### src/exec_info_pkg.sv
package exec_info_pkg;

    localparam int LEN_WORD      = 32;
    localparam int LEN_EXEC_TYPE = 8;
    localparam int LEN_REG       = 5;
    localparam int LEN_INST_VREG = 3 * LEN_REG;                  // rd, rs1, rs2
    localparam int LEN_FUNC3     = 3;
    localparam int LEN_FUNC7     = 7;
    localparam int LEN_CONTEXT   = 4;

    localparam int LEN_D_E_INFO  = LEN_EXEC_TYPE + LEN_INST_VREG + LEN_WORD + 1
                                 + LEN_FUNC3 + LEN_FUNC7 + 2 * LEN_CONTEXT;

    // Field offsets inside the bundle, counted from bit 0
    localparam int OFS_B_F_CONTEXT = 0;
    localparam int OFS_B_T_CONTEXT = OFS_B_F_CONTEXT + LEN_CONTEXT;
    localparam int OFS_FUNC7       = OFS_B_T_CONTEXT + LEN_CONTEXT;
    localparam int OFS_FUNC3       = OFS_FUNC7 + LEN_FUNC7;
    localparam int OFS_D_IMM       = OFS_FUNC3 + LEN_FUNC3 + 1;  // io_type sits below d_imm
    localparam int OFS_INST_VREG   = OFS_D_IMM + LEN_WORD;
    localparam int OFS_EXEC_TYPE   = OFS_INST_VREG + LEN_INST_VREG;

    // Execution type flag positions
    localparam int EXEC_BIT_ALU_NON_IMM = 7;
    localparam int EXEC_BIT_ALU_NON_EXT = 6;
    localparam int EXEC_BIT_FPU         = 5;
    localparam int EXEC_BIT_MEM         = 4;
    localparam int EXEC_BIT_JUMP        = 3;
    localparam int EXEC_BIT_BRANCH      = 2;
    localparam int EXEC_BIT_SUBST       = 1;
    localparam int EXEC_BIT_IO          = 0;

    localparam int QUEUE_DEPTH = 4;

    typedef logic [LEN_WORD-1:0]      word_t;
    typedef logic [LEN_WORD-1:0]      pc_t;
    typedef logic [LEN_EXEC_TYPE-1:0] exec_type_t;
    typedef logic [LEN_REG-1:0]       reg_idx_t;
    typedef logic [LEN_INST_VREG-1:0] inst_vreg_t;
    typedef logic [LEN_FUNC3-1:0]     func3_t;
    typedef logic [LEN_FUNC7-1:0]     func7_t;
    typedef logic [LEN_CONTEXT-1:0]   context_t;
    typedef logic [LEN_D_E_INFO-1:0]  dec_exec_info_t;

    // func3 carried by subst entries tells LUI from AUIPC
    localparam func3_t SUBST_F3_LUI   = 3'b000;
    localparam func3_t SUBST_F3_AUIPC = 3'b001;

endpackage
### src/dec_exec_queue.sv
`timescale 1ns/1ps

module dec_exec_queue #(
    parameter int QUEUE_DEPTH = exec_info_pkg::QUEUE_DEPTH
) (
    input  logic                          clk,
    input  logic                          reset,
    input  logic                          push,
    input  exec_info_pkg::dec_exec_info_t push_info,
    input  exec_info_pkg::pc_t            push_pc,
    input  logic                          pop,
    output exec_info_pkg::dec_exec_info_t head_info,
    output exec_info_pkg::pc_t            head_pc,
    output logic                          empty,
    output logic                          full
);

    localparam int PTR_W = (QUEUE_DEPTH > 1) ? $clog2(QUEUE_DEPTH) : 1;
    localparam int CNT_W = $clog2(QUEUE_DEPTH + 1);

    exec_info_pkg::dec_exec_info_t info_mem [QUEUE_DEPTH];
    exec_info_pkg::pc_t            pc_mem   [QUEUE_DEPTH];

    logic [PTR_W-1:0] wr_ptr, rd_ptr;
    logic [CNT_W-1:0] count;
    logic do_push, do_pop;

    assign empty   = (count == '0);
    assign full    = (count == CNT_W'(QUEUE_DEPTH));
    assign do_push = push & ~full;
    assign do_pop  = pop & ~empty;

    assign head_info = info_mem[rd_ptr];
    assign head_pc   = pc_mem[rd_ptr];

    function automatic logic [PTR_W-1:0] next_ptr(input logic [PTR_W-1:0] ptr);
        return (ptr == PTR_W'(QUEUE_DEPTH - 1)) ? '0 : ptr + PTR_W'(1);
    endfunction

    always_ff @(posedge clk) begin
        if (do_push) begin
            info_mem[wr_ptr] <= push_info;
            pc_mem[wr_ptr]   <= push_pc;
        end
    end

    always_ff @(posedge clk) begin
        if (reset) begin
            wr_ptr <= '0;
            rd_ptr <= '0;
            count  <= '0;
        end else begin
            if (do_push) wr_ptr <= next_ptr(wr_ptr);
            if (do_pop)  rd_ptr <= next_ptr(rd_ptr);
            count <= count + CNT_W'(do_push) - CNT_W'(do_pop);
        end
    end

endmodule

### config.mk
export PLATFORM = sky130hd
export DESIGN_NAME = dec_exec_queue
export DESIGN_NICKNAME = d
export VERILOG_FILES = /design/src/exec_info_pkg.sv /design/src/dec_exec_queue.sv
export SDC_FILE = /design/constraint.sdc
export NUM_CORES = 1
export LEC_CHECK = 0
export ABC_AREA = 1
export BUFFER_PORTS_ARGS = -buffer_cell sky130_fd_sc_hd__buf_2
export CORE_MARGIN = 2
export CORE_UTILIZATION = 57
export DETAILED_ROUTE_END_ITERATION = 6
export GPL_TIMING_DRIVEN = 0
export PLACE_DENSITY = 0.8
export RECOVER_POWER = 100
export SLEW_MARGIN = 20
export SYNTH_ARGS = -nofsm -noshare
export SYNTH_HDL_FRONTEND = slang
export SYNTH_SLANG_ARGS = --single-unit
### constraint.sdc
create_clock -name clk -period 6.7 [get_ports clk]
set_clock_uncertainty 0.15 [all_clocks]
set_input_delay 0.335 -clock clk [delete_from_list [all_inputs] [get_ports clk]]
set_output_delay 0.335 -clock clk [all_outputs]
set_load 0.02 [all_outputs]
==> impl_metrics.ini <==
[route]
wl_um = 40100
drc_errors = 0
via_count = 10900
vias_per_cell = 5.77
drtAntennaViolNets = 0
wire_per_inst_um = 21.2
drt_pass1_iterations = 5
initialDrtViolationCount = 1342

[timing]
drv_slew = 62
max_freq_mhz = 223
fin_crit_sh_pct = 66.8
rsz0062_at_grt = no
period_minus_slack_ns = 4.48
tightest_slew_ns = 1.66
setup_viol = 0
hold_viol = 0
max_slew_margin_pct = -10.6
fin_tns_setup_ns = 0

[synthesis]
synth.distinct_cells = 22
synth_fa_ha_area_share_pct = 0.665
syn_avg_cell_area_um2 = 14.8
synth_area_um2 = 16200
synth_top_family_by_area = compound AO/OA/AOI/OAI gates
synth-compound-area-share_pct = 10.7
yosysWarnings = 0
synth_edf_count = 424
yosysMostFrequentCell = edfxtp_1
synth_top_area_share_pct = 78.6
ys_seq_area_share_pct = 79.8
synth-async-reset-ratio_pct = 0
synth_xor_area_share_pct = 0.0541
synth_mux_area_share_pct = 0
synthFlopType = edfxtp_1
synth_fp_nets = 1209
syn_inst = 1091
synth_area_leaders = edfxtp_1 (79%), nor2_1 (5.3%), o22ai_1 (4.1%), o21ai_0 (4.0%), o21ai_1 (2.5%)
yosysTopAreaCell = edfxtp_1
synthSimpleGateAreaFrac_pct = 5.68
synthTopCellsByCount = edfxtp_1 (424), nor2_1 (228), o21ai_0 (131), o22ai_1 (106), o21ai_1 (81)
ys_ff_latch = 433

[global_routing]
grt_pass1_wl_um = 60700
grt_max_degree = 26
grt_pass1_vias = 11000
grt-ovfl-total = 0
antenna_found_initial = 3
grt.total_usage_pct = 26.5

[final_layout]
register_area_um2 = 12900
area_growth_pct = 24.4
post-route-util_pct = 72.3
nFillCells = 1798
multi_input_area_um2 = 2780
nets = 1599
drive_gt1_share_pct = 12.1

[clock_network]
cts_tree = built
clk_pin_slew_worst_paths_ns = 0.06
cts_root_buffer = clkbuf_16
cts.sinks = 433
htree_levels = 2
clock_latency_ns = 0.54
cts_buffer_depth = 3
cts_made_buffers = 42
cts-resized-gates = 0

[power_and_ir_drop]
p_leak_uw = 0.00688
max-vdd-ir-drop_mv = 0.396
powerDensity_nw_per_um2 = 407

[die]
die-area_um2 = 29800
die_h_um = 173
core-area_um2 = 27900
rows = 61
start_util_pct = 58.1
pin_count = 218
fp.dieW_um = 173

[run_status]
violations = max-capacitance violations, max-slew violations
status = finished, violations left

[setup_path]
cp-start-kind = register
path_class = register to register
critPathMaxFanout = 23
cp.arrival_ns = 4.45
required_ns = 6.67
ff2ff_setup_slack_ns = 2.22
endpoint_kind = register

[place]
io_buffers = 217
hpwl_um = 24000
gp_congestion = 0.747

[flow_run]
maxCapViolations = 5

[worst_hold_path]
hold_path_class = input port to register
## cell usage in the layout, fill, tap and decap left out, types with 4 or more instances in the layout
cell type,instances
buf_2,97
ha_1,7
bufinv_16,4
nor2_1,228
o22ai_1,106
dlygate4sd3_1,108
buf_4,10
clkinv_2,7
nand2_1,10
inv_1,16
dfxtp_1,9
o21ai_1,16
o21ai_0,196
buf_16,5
clkbuf_1,192
clkbuf_16,43
edfxtp_1,424
clkbuf_2,5
clkinv_1,9
## layout make-up
cell class              instances  area share (%)
flip-flops and latches        433            64.1
multi-input cells             572            13.8
clock buffers                  52            5.56
clock inverters                23            1.06
well taps                     378            2.35
diodes                          3          0.0373
plain buffers                  68            1.64
repair buffers                346            11.2
inverters                      18           0.342
## power breakdown
group / leakage (uW) / switching [uW] / total, uW / internal, uW
Clock: 0.000649 / 958 / 2300 / 1340
Combinational: 0.00227 / 1770 / 2490 / 715
Sequential: 0.00396 / 84.3 / 3400 / 3320
## logic make-up (layout without fill, tap and decap cells)
kind of cell,Yosys count,after routing
xor gates and xnor gates,1,1
other,0,3
adders and majority gates,8,8
AOI/OAI and AO/OA,321,321
and+or+nand+nor,242,242
DFF,433,433
buffers and inverters,86,507
## per-stage QoR
stage                     hold WS [ns]  instances  total power [uW]  worst slack, ns  instance area, um2
after CTS                       0.0239       1890              8330             3.80               20700
after detailed placement         0.375       1707              6010             4.13               18300
after global placement           0.362       1686              5910            -2.46               17700
after global routing            0.0803       1892              8520             1.97               20100
after floorplan                  0.256       1091              5010            0.901               16200
final                           0.0704       1893              8190             2.22               20100
## metal layers
metal  GRT usage [%]  up-vias  part of all wire, %
li1                -     4899                    -
met1            33.9     5400                   38
met2            45.6      536                   52
met3            4.93       97                  7.3
met4            9.86        0                  3.1
met5               0        -                    0
## state kept, by name (all words and copies together) (netlist names), named ones only
name,cells
rd_ptr,2
count,3
info_mem,296
wr_ptr,2
pc_mem,128
## what timing repair did
action / in CTS / in global routing
hold buffers: 108 / 0
endpoints found under the setup margin: 0 / 0
buffers inserted: 0 / 0
hold endpoints to repair: 427 / 0
## critical path, cell delays in order (launching register included)
cell and delay, ns:
dfxtp_1 0.38, nor2_1 0.09, nand2_1 0.14, nand2_1 0.19, nor2_1 0.79, clkbuf_1 1.02, clkbuf_1 1.27
## final timing paths
kind,start,end,depth (start not counted)
max,count[1],info_mem[0][68],6
min,pop,register,4
max reg2reg,count[1],info_mem[0][68],6
min reg2reg,wr_ptr[1],wr_ptr[1],2
Power figures use the tool's default switching activity.
