## config.mk

```make
export PLATFORM = sky130hd
export DESIGN_NAME = instr_decoder
export DESIGN_NICKNAME = d
export VERILOG_FILES = /design/src/exec_info_pkg.sv /design/src/instr_decoder.sv
export SDC_FILE = /design/constraint.sdc
export NUM_CORES = 1
export LEC_CHECK = 0
export BUFFER_PORTS_ARGS = -buffer_cell sky130_fd_sc_hd__buf_2
export CAP_MARGIN = 20
export CORE_ASPECT_RATIO = 1.25
export CORE_UTILIZATION = 35
export DETAILED_ROUTE_END_ITERATION = 8
export MAX_ROUTING_LAYER = met4
export PLACE_DENSITY = 0.87
export SLEW_MARGIN = 5
export SYNTH_ARGS = -nofsm -noshare
export SYNTH_HDL_FRONTEND = slang
export SYNTH_SLANG_ARGS = --single-unit
```

## constraint.sdc

```tcl
create_clock -name vclk -period 2.1
set_input_delay 0.42 -clock vclk [all_inputs]
set_output_delay 0.42 -clock vclk [all_outputs]
set_load 0.01 [all_outputs]
```

## src/exec_info_pkg.sv

```systemverilog
package exec_info_pkg;

    localparam int LEN_WORD      = 32;
    localparam int LEN_EXEC_TYPE = 8;
    localparam int LEN_REG       = 5;
    localparam int LEN_INST_VREG = 3 * LEN_REG;                  // rd, rs1, rs2
    localparam int LEN_FUNC3     = 3;
    localparam int LEN_FUNC7     = 7;
    localparam int LEN_CONTEXT   = 4;

    localparam int LEN_D_E_INFO  = LEN_EXEC_TYPE + LEN_INST_VREG + LEN_WORD + 1
                                 + LEN_FUNC3 + LEN_FUNC7 + 2 * LEN_CONTEXT;

    // Field offsets inside the bundle, counted from bit 0
    localparam int OFS_B_F_CONTEXT = 0;
    localparam int OFS_B_T_CONTEXT = OFS_B_F_CONTEXT + LEN_CONTEXT;
    localparam int OFS_FUNC7       = OFS_B_T_CONTEXT + LEN_CONTEXT;
    localparam int OFS_FUNC3       = OFS_FUNC7 + LEN_FUNC7;
    localparam int OFS_D_IMM       = OFS_FUNC3 + LEN_FUNC3 + 1;  // io_type sits below d_imm
    localparam int OFS_INST_VREG   = OFS_D_IMM + LEN_WORD;
    localparam int OFS_EXEC_TYPE   = OFS_INST_VREG + LEN_INST_VREG;

    // Execution type flag positions
    localparam int EXEC_BIT_ALU_NON_IMM = 7;
    localparam int EXEC_BIT_ALU_NON_EXT = 6;
    localparam int EXEC_BIT_FPU         = 5;
    localparam int EXEC_BIT_MEM         = 4;
    localparam int EXEC_BIT_JUMP        = 3;
    localparam int EXEC_BIT_BRANCH      = 2;
    localparam int EXEC_BIT_SUBST       = 1;
    localparam int EXEC_BIT_IO          = 0;

    localparam int QUEUE_DEPTH = 4;

    typedef logic [LEN_WORD-1:0]      word_t;
    typedef logic [LEN_WORD-1:0]      pc_t;
    typedef logic [LEN_EXEC_TYPE-1:0] exec_type_t;
    typedef logic [LEN_REG-1:0]       reg_idx_t;
    typedef logic [LEN_INST_VREG-1:0] inst_vreg_t;
    typedef logic [LEN_FUNC3-1:0]     func3_t;
    typedef logic [LEN_FUNC7-1:0]     func7_t;
    typedef logic [LEN_CONTEXT-1:0]   context_t;
    typedef logic [LEN_D_E_INFO-1:0]  dec_exec_info_t;

    // func3 carried by subst entries tells LUI from AUIPC
    localparam func3_t SUBST_F3_LUI   = 3'b000;
    localparam func3_t SUBST_F3_AUIPC = 3'b001;

endpackage
```

## src/instr_decoder.sv

```systemverilog
`timescale 1ns/1ps

module instr_decoder (
    input  exec_info_pkg::word_t          inst,
    output logic                          branch,
    input  exec_info_pkg::context_t       b_t_context,
    input  exec_info_pkg::context_t       b_f_context,
    output exec_info_pkg::dec_exec_info_t dec_exec_info
);

    localparam logic [6:0] OPC_OP      = 7'b0110011;
    localparam logic [6:0] OPC_OP_IMM  = 7'b0010011;
    localparam logic [6:0] OPC_CUSTOM0 = 7'b0001011;
    localparam logic [6:0] OPC_LOAD    = 7'b0000011;
    localparam logic [6:0] OPC_STORE   = 7'b0100011;
    localparam logic [6:0] OPC_JAL     = 7'b1101111;
    localparam logic [6:0] OPC_JALR    = 7'b1100111;
    localparam logic [6:0] OPC_BRANCH  = 7'b1100011;
    localparam logic [6:0] OPC_LUI     = 7'b0110111;
    localparam logic [6:0] OPC_AUIPC   = 7'b0010111;
    localparam logic [6:0] OPC_OP_FP   = 7'b1010011;
    localparam logic [6:0] OPC_CUSTOM1 = 7'b0101011;

    logic [6:0] opcode;
    logic alu_non_imm, alu_non_ext, fpu, mem, jump, subst, io;
    logic io_type;
    exec_info_pkg::exec_type_t exec_type;
    exec_info_pkg::inst_vreg_t inst_vreg;
    exec_info_pkg::word_t imm_i, imm_s, imm_b, imm_u, imm_j, d_imm;
    exec_info_pkg::func3_t func3;
    exec_info_pkg::func7_t func7;

    assign opcode = inst[6:0];

    assign imm_i = {{20{inst[31]}}, inst[31:20]};
    assign imm_s = {{20{inst[31]}}, inst[31:25], inst[11:7]};
    assign imm_b = {{19{inst[31]}}, inst[31], inst[7], inst[30:25], inst[11:8], 1'b0};
    assign imm_u = {inst[31:12], 12'b0};
    assign imm_j = {{11{inst[31]}}, inst[31], inst[19:12], inst[20], inst[30:21], 1'b0};

    always_comb begin
        alu_non_imm = 1'b0;
        alu_non_ext = 1'b0;
        fpu         = 1'b0;
        mem         = 1'b0;
        jump        = 1'b0;
        branch      = 1'b0;
        subst       = 1'b0;
        io          = 1'b0;
        d_imm       = imm_i;                       // I format unless stated
        func3       = inst[14:12];
        case (opcode)
            OPC_OP: begin
                alu_non_imm = 1'b1;
                alu_non_ext = 1'b1;
            end
            OPC_OP_IMM:  alu_non_ext = 1'b1;
            OPC_CUSTOM0: alu_non_imm = 1'b1;       // Extension ops, register form
            OPC_LOAD:    mem = 1'b1;
            OPC_STORE: begin
                mem   = 1'b1;
                d_imm = imm_s;
            end
            OPC_JAL: begin
                jump  = 1'b1;
                d_imm = imm_j;
            end
            OPC_JALR:    jump = 1'b1;
            OPC_BRANCH: begin
                branch = 1'b1;
                d_imm  = imm_b;
            end
            OPC_LUI: begin
                subst = 1'b1;
                d_imm = imm_u;
                func3 = exec_info_pkg::SUBST_F3_LUI;
            end
            OPC_AUIPC: begin
                subst = 1'b1;
                d_imm = imm_u;
                func3 = exec_info_pkg::SUBST_F3_AUIPC;
            end
            OPC_OP_FP:   fpu = 1'b1;
            OPC_CUSTOM1: io = 1'b1;
            default: ;                             // Unknown opcode decodes to no type
        endcase
    end

    assign io_type   = io & inst[12];
    assign func7     = inst[31:25];
    assign inst_vreg = {inst[11:7], inst[19:15], inst[24:20]};
    assign exec_type = {alu_non_imm, alu_non_ext, fpu, mem, jump, branch, subst, io};

    assign dec_exec_info = {exec_type, inst_vreg, d_imm, io_type,
                            func3, func7, b_t_context, b_f_context};

endmodule

```

==> results <==
- The run finished with clean final reports.
- Setup repair after global routing left no endpoint under its margin.
- The via count of the first global-routing pass is between 700 and 800.
- The number of antenna violations at the first check in global routing is 0.
- Dividing total power by cell area gives a power density of 188 nW/um^2.
- The final standard cell utilization of the core is 50.8%.
- The headroom to the max-slew limit is around 70%.
- Across the run, the number of max-cap violations was 0.
- Sequential cells placed in the final layout were counted as 0.
- The floorplan die height is 56.1 um.
- The final route contains 926 vias.
- The number of filler cells placed in the layout is 237.
- Data on the critical path is required at its endpoint by ~1.7 ns.
- The cell area after synthesis is 818 sq um.
- For this design the static power due to leakage is 0.742 nW.
- The mux cell area share after synthesis is 1.22%.
- The maximum fanout along the worst path is 8.
- The share of the cycle needed by the critical path after routing is 96.9%.
- At the pin with the least slew margin, the transition time is 0.451 ns.
- Summing the sequential cell areas from Yosys gives 0% of the chip area.
- Of the total synthesized cell area, the portion taken by full adders, half adders and majority gates is 0%.
- Setup violations remaining at the end of the flow were counted as 0.
- The worst setup path is captured at an output pin.
- The commonest non-fill, non-tap cell in the layout is buf_2.
- In this run the worst hold path is classified as in -> out.
- Data on the critical path arrives at its endpoint at 1.61 ns.
- IR analysis of the VDD net gives a maximum drop of 97.3 uV.
- The antenna diode instance count is 0.
- In the final layout, the multi-input gates occupy 488 sq um.
- The combinational family with the most area after synthesis is buffers and inverters.
- The global placement routability congestion is 0.704.
- Timing would allow up to 492 MHz.
- The count of different cell masters after synthesis is 29.
- The routed design could run at a clock period as short as between 2 and 2.5 ns.
- The DRC violation count after routing is 0.
- Entering global routing, the biggest net connects 17 pins.
- The first global-routing pass estimated 3310 um of wire.
- The gate count of the mapped netlist is 109.
- For this block, the routed nets add up to 2250 um of wire.
- The class of the most critical setup path is in -> out.
- The worst hold path terminates at dec_exec_info[4].
- The worst setup path is launched from a primary input.
- The initialized floorplan defines 19 standard-cell rows.
- The via density per instance is 4.56.
- Across every metal layer, demand over resource in global routing totals 16.4%.
- The Yosys step of the flow raised 0 warnings.
- The register area is 0 sq um.
- Of the total synthesized cell area, the portion taken by AND, OR, NAND and NOR gates is roughly a third.
- The count of buffers added on input and output ports is 99.
- The die covers approximately 2500 sq um.
- When the netlist entered floorplanning its net count stood at 149.
- 115 I/O pins were placed.
- The placed wire-length estimate is a little under 2000 um.
- Leaving out fill and tap cells, the most frequent cells in the layout are buf_2, a21o_1, nor2b_1, buf_4.
- After the last flow step, the layout net total stands at 214.
- The number of nets with antenna violations after detailed routing is 0.
- The post-route netlist has 69.8% of its cells at a drive strength greater than 1.
- The detailed router's first-iteration violation count is 22.
- The synthesized netlist devotes 24.9% of its cell area to compound gates.
- The hold violation total from the final report was 0.
- The final-layout setup total negative slack is 0 ns.
- Each instance of the synthesized netlist takes up on average 7.51 sq um.
- Once the floorplan was initialized, standard cells occupied 37.0% of the core.
- The area growth from synthesis to layout is 37.3%.
- The launch point of the worst hold path is b_t_context[0].
- The number of slew-limit violations in the final report came to 0.
- The xor-xnor portion of the synthesized cell area is 0%.
- Summed over all layers, the global routing overflow is 0.
- The die outline width is 45.2 um.
- The post-detailed-route wirelength per cell is ~11 um.
- The core footprint is 2210 sq um.
- The clock buffer count is 0.
- The cell count of the worst hold path is 0.
- The first detailed-routing pass ran for 4 iterations.
## final cells by class
| cell class | instances | share of cell area (%) |
|---|---|---|
| Timing Repair Buffer | 108 | 52.1 |
| Tap cell | 31 | 3.45 |
| Inverter | 3 | 1.00 |
| Multi-Input combinational cell | 61 | 43.4 |
## critical path, stage by stage
cell	delay, ns
buf_2	0.10
nand3b_4	0.15
nor3_4	0.30
buf_6	0.15
nor3_2	0.03
buf_4	0.16
a21o_1	0.16
buf_2	0.13
## how the worst max path moves through the flow
stage                                   end  cells past startpoint    start
after floorplan           dec_exec_info[15]                      4  inst[6]
after CTS                 dec_exec_info[30]                      7  inst[3]
final                     dec_exec_info[38]                      8  inst[3]
after global routing      dec_exec_info[38]                      8  inst[3]
after detailed placement  dec_exec_info[30]                      7  inst[3]
after global placement    dec_exec_info[30]                      7  inst[3]
## layer usage
metal	vias to the layer above	wire, um	track usage, %	share of wire, %
li1	464	-	-	-
met4	0	9	0.866	0.40
met5	-	0	-	0
met1	409	937	19.4	42
met2	51	1170	31.3	52
met3	2	132	0	5.9
## synth_stat cells, types with 2 or more instances
library cell	instances	area share [%]
nor3_2	3	3.7
a21o_1	19	17
nor2b_1	8	6.1
inv_1	3	1.4
buf_4	42	39
nand2_1	2	0.92
buf_2	3	1.8
nor3_1	4	2.4
a22o_1	4	4.3
nor2_1	2	0.92
## power breakdown
group	switching, mW	leakage [nW]	internal (mW)
clock	0	0	0
sequential	0	0	0
combinational	0.109	0.742	0.102
## repair_timing
item / CTS / global route
setup buffers: 0 / 1
endpoints found under the setup margin: 0 / 15
resized for setup: 0 / 6
hold buffers: 0 / 0
## cells by family (layout without fill, tap and decap cells)
logic type / Yosys count / after routing
compound gates: 26 / 26
buf+inv: 48 / 111
mux: 1 / 1
simple gates: 34 / 34
## metrics by stage
step           cell area (sq um)  setup slack, ns  hold slack (ns)  power, mW  instances
6_report                    1120           0.0657            0.840      0.212        203
5_1_grt                     1120          0.00917            0.840      0.229        203
4_1_cts                     1090           0.0126            0.840      0.210        202
3_5_place_dp                1090           0.0260            0.840      0.209        202
3_3_place_gp                1090           0.0642            0.840      0.206        202
2_1_floorplan                818            0.309            0.929      0.146        109
(Power assumes the default switching activity.)
