--- config.mk ---
export PLATFORM = sky130hd
export DESIGN_NAME = branch_context_tracker
export DESIGN_NICKNAME = d
export VERILOG_FILES = /design/src/exec_info_pkg.sv /design/src/branch_context_tracker.sv
export SDC_FILE = /design/constraint.sdc
export NUM_CORES = 1
export LEC_CHECK = 0
export BUFFER_PORTS_ARGS = -buffer_cell sky130_fd_sc_hd__buf_2
export CAP_MARGIN = 40
export CORE_AREA = 2 2 39 41
export DETAILED_ROUTE_END_ITERATION = 8
export DIE_AREA = 0 0 41 43
export GPL_TIMING_DRIVEN = 0
export PLACE_DENSITY = 0.3
export SYNTH_ARGS = -nofsm -noshare
export SYNTH_HDL_FRONTEND = slang
export SYNTH_SLANG_ARGS = --single-unit
--- constraint.sdc ---
create_clock -name clk -period 1.6 [get_ports clk]
set_input_delay 0.16 -clock clk [delete_from_list [all_inputs] [get_ports clk]]
set_output_delay 0.16 -clock clk [all_outputs]
set_load 0.02 [all_outputs]
--- src/exec_info_pkg.sv ---
package exec_info_pkg;

    localparam int LEN_WORD      = 32;
    localparam int LEN_EXEC_TYPE = 8;
    localparam int LEN_REG       = 5;
    localparam int LEN_INST_VREG = 3 * LEN_REG;                  // rd, rs1, rs2
    localparam int LEN_FUNC3     = 3;
    localparam int LEN_FUNC7     = 7;
    localparam int LEN_CONTEXT   = 4;

    localparam int LEN_D_E_INFO  = LEN_EXEC_TYPE + LEN_INST_VREG + LEN_WORD + 1
                                 + LEN_FUNC3 + LEN_FUNC7 + 2 * LEN_CONTEXT;

    // Field offsets inside the bundle, counted from bit 0
    localparam int OFS_B_F_CONTEXT = 0;
    localparam int OFS_B_T_CONTEXT = OFS_B_F_CONTEXT + LEN_CONTEXT;
    localparam int OFS_FUNC7       = OFS_B_T_CONTEXT + LEN_CONTEXT;
    localparam int OFS_FUNC3       = OFS_FUNC7 + LEN_FUNC7;
    localparam int OFS_D_IMM       = OFS_FUNC3 + LEN_FUNC3 + 1;  // io_type sits below d_imm
    localparam int OFS_INST_VREG   = OFS_D_IMM + LEN_WORD;
    localparam int OFS_EXEC_TYPE   = OFS_INST_VREG + LEN_INST_VREG;

    // Execution type flag positions
    localparam int EXEC_BIT_ALU_NON_IMM = 7;
    localparam int EXEC_BIT_ALU_NON_EXT = 6;
    localparam int EXEC_BIT_FPU         = 5;
    localparam int EXEC_BIT_MEM         = 4;
    localparam int EXEC_BIT_JUMP        = 3;
    localparam int EXEC_BIT_BRANCH      = 2;
    localparam int EXEC_BIT_SUBST       = 1;
    localparam int EXEC_BIT_IO          = 0;

    localparam int QUEUE_DEPTH = 4;

    typedef logic [LEN_WORD-1:0]      word_t;
    typedef logic [LEN_WORD-1:0]      pc_t;
    typedef logic [LEN_EXEC_TYPE-1:0] exec_type_t;
    typedef logic [LEN_REG-1:0]       reg_idx_t;
    typedef logic [LEN_INST_VREG-1:0] inst_vreg_t;
    typedef logic [LEN_FUNC3-1:0]     func3_t;
    typedef logic [LEN_FUNC7-1:0]     func7_t;
    typedef logic [LEN_CONTEXT-1:0]   context_t;
    typedef logic [LEN_D_E_INFO-1:0]  dec_exec_info_t;

    // func3 carried by subst entries tells LUI from AUIPC
    localparam func3_t SUBST_F3_LUI   = 3'b000;
    localparam func3_t SUBST_F3_AUIPC = 3'b001;

endpackage
--- src/branch_context_tracker.sv ---
`timescale 1ns/1ps

module branch_context_tracker (
    input  logic                    clk,
    input  logic                    reset,
    input  logic                    alloc,
    output exec_info_pkg::context_t b_t_context,
    output exec_info_pkg::context_t b_f_context
);

    exec_info_pkg::context_t ctx;

    // Two contexts per branch, wrapping modulo 16
    assign b_t_context = ctx + exec_info_pkg::context_t'(1);
    assign b_f_context = ctx + exec_info_pkg::context_t'(2);

    always_ff @(posedge clk) begin
        if (reset) begin
            ctx <= '0;
        end else if (alloc) begin
            ctx <= b_f_context;                    // Next free pair starts here
        end
    end

endmodule

==> results.sh, run 1 <==
export IMPL_outcome="finished, final reports clean"
export IMPL_r2r_cells=3
export IMPL_power_internal_mw=0.1978
export IMPL_synthesis_nets=21
export IMPL_crit_path_start="ctx[1]"
export IMPL_yosys_warnings=0
export IMPL_multi_input_area_um2=81.33
export IMPL_regMostFlops="ctx"
export IMPL_synth_cells=17
export IMPL_via_count=147
export IMPL_core_area_um2=1384
export IMPL_ys_ff_latch=3
export IMPL_power_frac_seq_pct=30.0
export IMPL_first_global_vias=133
export IMPL_clock_sinks=3
export IMPL_setup_viol=0
export IMPL_endpoint="b_f_context[3]"
export IMPL_synthDistinctLibCells=12
export IMPL_p_sw_mw=0.08848
export IMPL_dr_pass1_iters=4
export IMPL_clockPowerShare_pct=48.8
export IMPL_drtIter0Drc=3
export IMPL_wl_per_cell_um=8.244
export IMPL_top_regs="ctx x3"
export IMPL_path_max_fanout=4
export IMPL_cts_hold_buf=0
export IMPL_fin_tns_setup_ns=0
export IMPL_grt_use_total_pct=5.120
export IMPL_timing_rr_end="ctx[3]"
export IMPL_rsz0062_at_grt="no"
export IMPL_finalClockSkew_ns=0.003444
export IMPL_ctsRootBufferMaster="clkbuf_4"
export IMPL_start_util_pct=11.57
export IMPL_rows=14
export IMPL_ir_drop_mv=0.3361
export IMPL_port_buffer_count=8
export IMPL_total_leakage_power_nw=0.1313
export IMPL_critPathKind="reg -> out"
export IMPL_wl_um=371
export IMPL_grt_ovfl_total=0
export IMPL_period_needed_ns=1.342
export IMPL_synth_area_um2=160.2
export IMPL_io_pins=11
export IMPL_drc_errors=0
export IMPL_gp_congestion=0.5547
export IMPL_critPathArrivalTime_ns=1.18
export IMPL_ctsResizeCount=0
export IMPL_drive_gt1_share_pct=48.28
export IMPL_ant_nets=0
export IMPL_cp_end_kind="output pin"
export IMPL_synth_seq_area_share_pct=37.50
export IMPL_clock_latency_ns=0.24
export IMPL_cts_setup_buffers=0
export IMPL_via_per_inst=3.267
export IMPL_fin_nets=34
export IMPL_r2r_start="ctx[1]"
export IMPL_critPathLaunchType="flop"
export IMPL_die_y_um=43
export IMPL_hold_violations=0
export IMPL_avgSynthCellArea_um2=9.421
export IMPL_fmax_mhz=745.2
export IMPL_cts_tree="built"
export IMPL_min_path_type="in -> reg"
export IMPL_nFillCells=162
export IMPL_dieArea_um2=1763
export IMPL_hold_start="reset"
export IMPL_reg2reg_setup_slack_ns=0.62
export IMPL_grt_max_degree=5
export IMPL_maxCapViolCount=0
export IMPL_areaGrowthSynthToFinish_pct=53.91
export IMPL_swShare_pct=30.90
export IMPL_crit_required_ns=1.44
export IMPL_power_density_nw_per_um2=1162
export IMPL_largest_reg_flops=3
export IMPL_report_final_slew_viol_count=0
export IMPL_power_mw=0.2863
export IMPL_antenna_found_initial=0
export IMPL_die_x_um=41
export IMPL_htree_levels=1
export IMPL_clk_pin_slew_worst_paths_ns=0.04
export IMPL_cts_buffer_depth=2
export IMPL_grt_pass1_wl_um=496
export IMPL_antennaDiodeCount=0
export IMPL_cts_inserted_buffers=3
export IMPL_pwr_share_comb_pct=21.2
export IMPL_register_area_um2=60.06
export IMPL_fin_crit_sh_pct=83.88
## per-layer routing
| metal | up-vias | track usage (%) | wire [um] |
|---|---|---|---|
| met5 | - | 0 | 0 |
| met4 | 0 | 8.000 | 0 |
| met3 | 0 | 3.141 | 52 |
| met2 | 10 | 4.688 | 122 |
| met1 | 63 | 5.788 | 195 |
| li1 | 74 | - | - |
## power by group through the flow
| stage | sequential (mW) | combinational, mW | clock [mW] |
|---|---|---|---|
| 2_1_floorplan | 0.0933 | 0.0360 | 0 |
| 3_3_place_gp | 0.0867 | 0.0605 | 0 |
| 3_5_place_dp | 0.0872 | 0.0609 | 0 |
| 4_1_cts | 0.0858 | 0.0613 | 0.148 |
| 5_1_grt | 0.0866 | 0.0648 | 0.149 |
| 6_report | 0.0859 | 0.0606 | 0.140 |
## cell usage after synthesis
library cell | number | share of area, %
dfxtp_1 | 3 | 38
buf_4 | 2 | 9.4
conb_1 | 2 | 4.7
nor2_1 | 2 | 4.7
a21bo_1 | 1 | 6.3
a21oi_2 | 1 | 5.5
ha_1 | 1 | 7.8
inv_1 | 1 | 2.3
mux2i_1 | 1 | 6.3
nand3b_1 | 1 | 4.7
xnor2_1 | 1 | 5.5
xor2_1 | 1 | 5.5
## per-stage QoR
| step | instances | worst slack, ns | utilization [%] | hold WS [ns] | instance area (um^2) |
|---|---|---|---|---|---|
| global route | 45 | 0.1617 | 17.81 | 0.1324 | 246.5 |
| finish | 45 | 0.2580 | 17.81 | 0.1253 | 246.5 |
| global placement | 41 | 0.5338 | 15.91 | 0.3640 | 220.2 |
| CTS | 45 | 0.2438 | 17.81 | 0.1247 | 246.5 |
| detailed placement | 41 | 0.5077 | 15.91 | 0.3789 | 220.2 |
| floorplan | 17 | 0.3523 | - | 0.2224 | 160.2 |
## worst max-delay path: stages (launching register included)
cell and delay, ns:
dfxtp_1 0.39, ha_1 0.24, xor2_1 0.15, buf_2 0.17
## how the worst min path moves through the flow
stage	endpoint	slack, ns	cells after the start
final	ctx[3]	0.13	2
after global placement	ctx[3]	0.36	2
after floorplan	ctx[3]	0.22	1
after detailed placement	ctx[3]	0.38	2
after global routing	ctx[3]	0.13	2
after CTS	ctx[3]	0.12	2
## cell type report
cell class              count  share of cell area (%)
repair buffers              8                   16.24
flip-flops and latches      3                   24.37
clock buffers               4                   10.66
inverters                   1                   1.523
plain buffers               2                   6.091
multi-input cells          11                   32.99
well taps                  16                   8.122
## kinds of logic (layout without fill, tap and decap cells)
kind of cell | after synthesis | in the layout | synth area share [%]
simple gates | 3 | 3 | 9.378
buf+inv | 3 | 15 | 11.71
mux | 1 | 1 | 6.250
other cells | 2 | 2 | 4.689
compound gates | 2 | 2 | 11.72
fa+ha+maj | 1 | 1 | 7.811
flops | 3 | 3 | 37.50
xor+xnor | 2 | 2 | 10.94
## cell usage in the layout (no fill, tap or decap)
| cell type | n |
|---|---|
| nand3b_1 | 1 |
| conb_1 | 2 |
| buf_2 | 8 |
| clkbuf_1 | 1 |
| ha_1 | 1 |
| nor2_1 | 2 |
| clkbuf_4 | 3 |
| a21oi_2 | 1 |
| dfxtp_1 | 3 |
| a21bo_1 | 1 |
| mux2i_1 | 1 |
| xor2_1 | 1 |
| xnor2_1 | 1 |
| inv_1 | 1 |
| buf_4 | 2 |
Note: power is estimated with default switching activity, not from simulation.
==> inputs of run 2 (changes only) <==
==> constraint.sdc (replaced) <==
create_clock -name clk -period 1.15 [get_ports clk]
set_input_delay 0.115 -clock clk [delete_from_list [all_inputs] [get_ports clk]]
set_output_delay 0.115 -clock clk [all_outputs]
set_load 0.02 [all_outputs]
==> run 2 against run 1 <==
  * Clock power up 36%
  * Cell area up 25%
  * Via count up 8.8%
  * Critical path type unchanged
  * Largest cell class unchanged
==> results.sh, run 2 (synthesized netlist as in run 1, its figures left out) <==
export IMPL_ctsRootBufferMaster="clkbuf_4"
export IMPL_grt_ovfl_total=0
export IMPL_critPathLaunchType="flop"
export IMPL_cts_hold_buf=0
export IMPL_critPathArrivalTime_ns=1.01
export IMPL_final_cells=49
export IMPL_wl_um=411
export IMPL_antenna_found_initial=0
export IMPL_outcome="finished, final reports clean"
export IMPL_crit_path_start="ctx[1]"
export IMPL_crit_required_ns=1.03
export IMPL_hold_violations=0
export IMPL_use_met3_pct=3.141
export IMPL_use_met2_pct=7.500
export IMPL_via_per_inst=3.265
export IMPL_maxCapViolCount=0
export IMPL_cts_buffer_depth=2
export IMPL_min_path_type="in -> reg"
export IMPL_wl_per_cell_um=8.388
export IMPL_dr_pass1_iters=2
export IMPL_top_regs="ctx x3"
export IMPL_setup_viol=0
export IMPL_fin_nets=38
export IMPL_htree_levels=1
export IMPL_clock_latency_ns=0.24
export IMPL_cts_inserted_buffers=3
export IMPL_r2r_cells=5
export IMPL_fmax_mhz=890.7
export IMPL_first_global_vias=158
export IMPL_critPathKind="reg -> out"
export IMPL_nFillCells=165
export IMPL_grt_max_degree=5
export IMPL_timing_rr_end="ctx[3]"
export IMPL_drive_gt1_share_pct=66.67
export IMPL_finalClockSkew_ns=0.006815
export IMPL_die_y_um=43
export IMPL_use_met1_pct=5.751
export IMPL_postPlaceCellArea_um2=227.7
export IMPL_start_util_pct=11.57
export IMPL_final_common_cell="buf_2"
export IMPL_rsz0062_at_grt="yes"
export IMPL_port_buffer_count=8
export IMPL_top_usage_layer="met2"
export IMPL_regMostFlops="ctx"
export IMPL_path_max_fanout=2
export IMPL_gp_congestion=0.6096
export IMPL_endpoint="b_f_context[3]"
export IMPL_cp_end_kind="output pin"
export IMPL_period_needed_ns=1.123
export IMPL_power_density_nw_per_um2=1366
export IMPL_total_leakage_power_nw=0.1521
export IMPL_ant_nets=0
export IMPL_cts_tree="built"
export IMPL_areaGrowthSynthToFinish_pct=92.19
export IMPL_report_final_slew_viol_count=0
export IMPL_dp_cells=41
export IMPL_via_count=160
export IMPL_die_x_um=41
export IMPL_core_area_um2=1384
export IMPL_io_pins=11
export IMPL_fin_crit_sh_pct=97.63
export IMPL_clk_pin_slew_worst_paths_ns=0.04
export IMPL_rows=14
export IMPL_final_cell_mix="buf_2 (7), buf_4 (6), clkbuf_4 (3)"
export IMPL_drtIter0Drc=3
export IMPL_multi_input_area_um2=101.3
export IMPL_drc_errors=0
export IMPL_fin_hold_ws_ns=0.07681
export IMPL_reg2reg_setup_slack_ns=0.05
export IMPL_finalInstanceArea_um2=307.8
export IMPL_largest_reg_flops=3
export IMPL_register_area_um2=65.06
export IMPL_grt_pass1_wl_um=607
export IMPL_r2r_start="ctx[1]"
export IMPL_antennaDiodeCount=0
export IMPL_ir_drop_mv=0.4638
export IMPL_dieArea_um2=1763
export IMPL_clock_sinks=3
export IMPL_grt_use_total_pct=5.711
==> run 2: changes by cell type in the layout (fill, tap and decap cells not counted), sizes merged <==
cell,previous run,this run
buf,10,14
==> run 2: through the flow <==
| stage | util (%) | power, mW | setup slack, ns | TNS, ns |
|---|---|---|---|---|
| 2_1_floorplan | - | 0.1810 | 0.01392 | 0 |
| 6_report | 22.24 | 0.4205 | 0.02723 | 0 |
| 5_1_grt | 22.24 | 0.4507 | -0.01592 | -0.01592 |
| 3_5_place_dp | 16.46 | 0.2065 | 0.09673 | 0 |
| 3_3_place_gp | 16.46 | 0.2057 | 0.1199 | 0 |
| 4_1_cts | 21.70 | 0.4321 | 0.01387 | 0 |
==> run 2: what timing repair did <==
item                                    in CTS  in global routing
cloned                                       0                  0
pin swaps                                    1                  1
endpoints found under the setup margin       2                  1
resized for setup                            7                  0
setup buffers                                3                  1
==> run 2: where the power goes <==
group | switching, mW | total [mW] | internal (mW)
Clock | 0.0605 | 0.191 | 0.130
Sequential | 0.00830 | 0.122 | 0.113
Combinational | 0.0584 | 0.108 | 0.0495
Total | 0.127 | 0.421 | 0.293
==> run 2: worst min path at each step <==
stage           from      to  cells past startpoint
2_1_floorplan  reset  ctx[3]                      1
3_3_place_gp   reset  ctx[3]                      2
3_5_place_dp   reset  ctx[3]                      2
4_1_cts        reset  ctx[3]                      2
5_1_grt        reset  ctx[3]                      2
6_report       reset  ctx[3]                      2
==> run 2: final cells by class <==
type / count / area share [%]
tap: 16 / 6.504
buffer: 2 / 4.878
inverter: 1 / 1.220
timing repair buffer: 12 / 24.80
multi-input combinational: 11 / 32.93
sequential: 3 / 21.14
clock buffer: 4 / 8.537
==> run 2: worst max-delay path: stages (launching register included) <==
cell and delay (ns):
dfxtp_4 0.34, ha_4 0.16, xor2_2 0.14, buf_6 0.13
==> run 2: metal layers <==
| metal | up-vias | part of all wire, % |
|---|---|---|
| met2 | 9 | 43 |
| met4 | 0 | 0 |
| met1 | 71 | 43 |
| met5 | - | 0 |
| met3 | 0 | 14 |
| li1 | 80 | - |
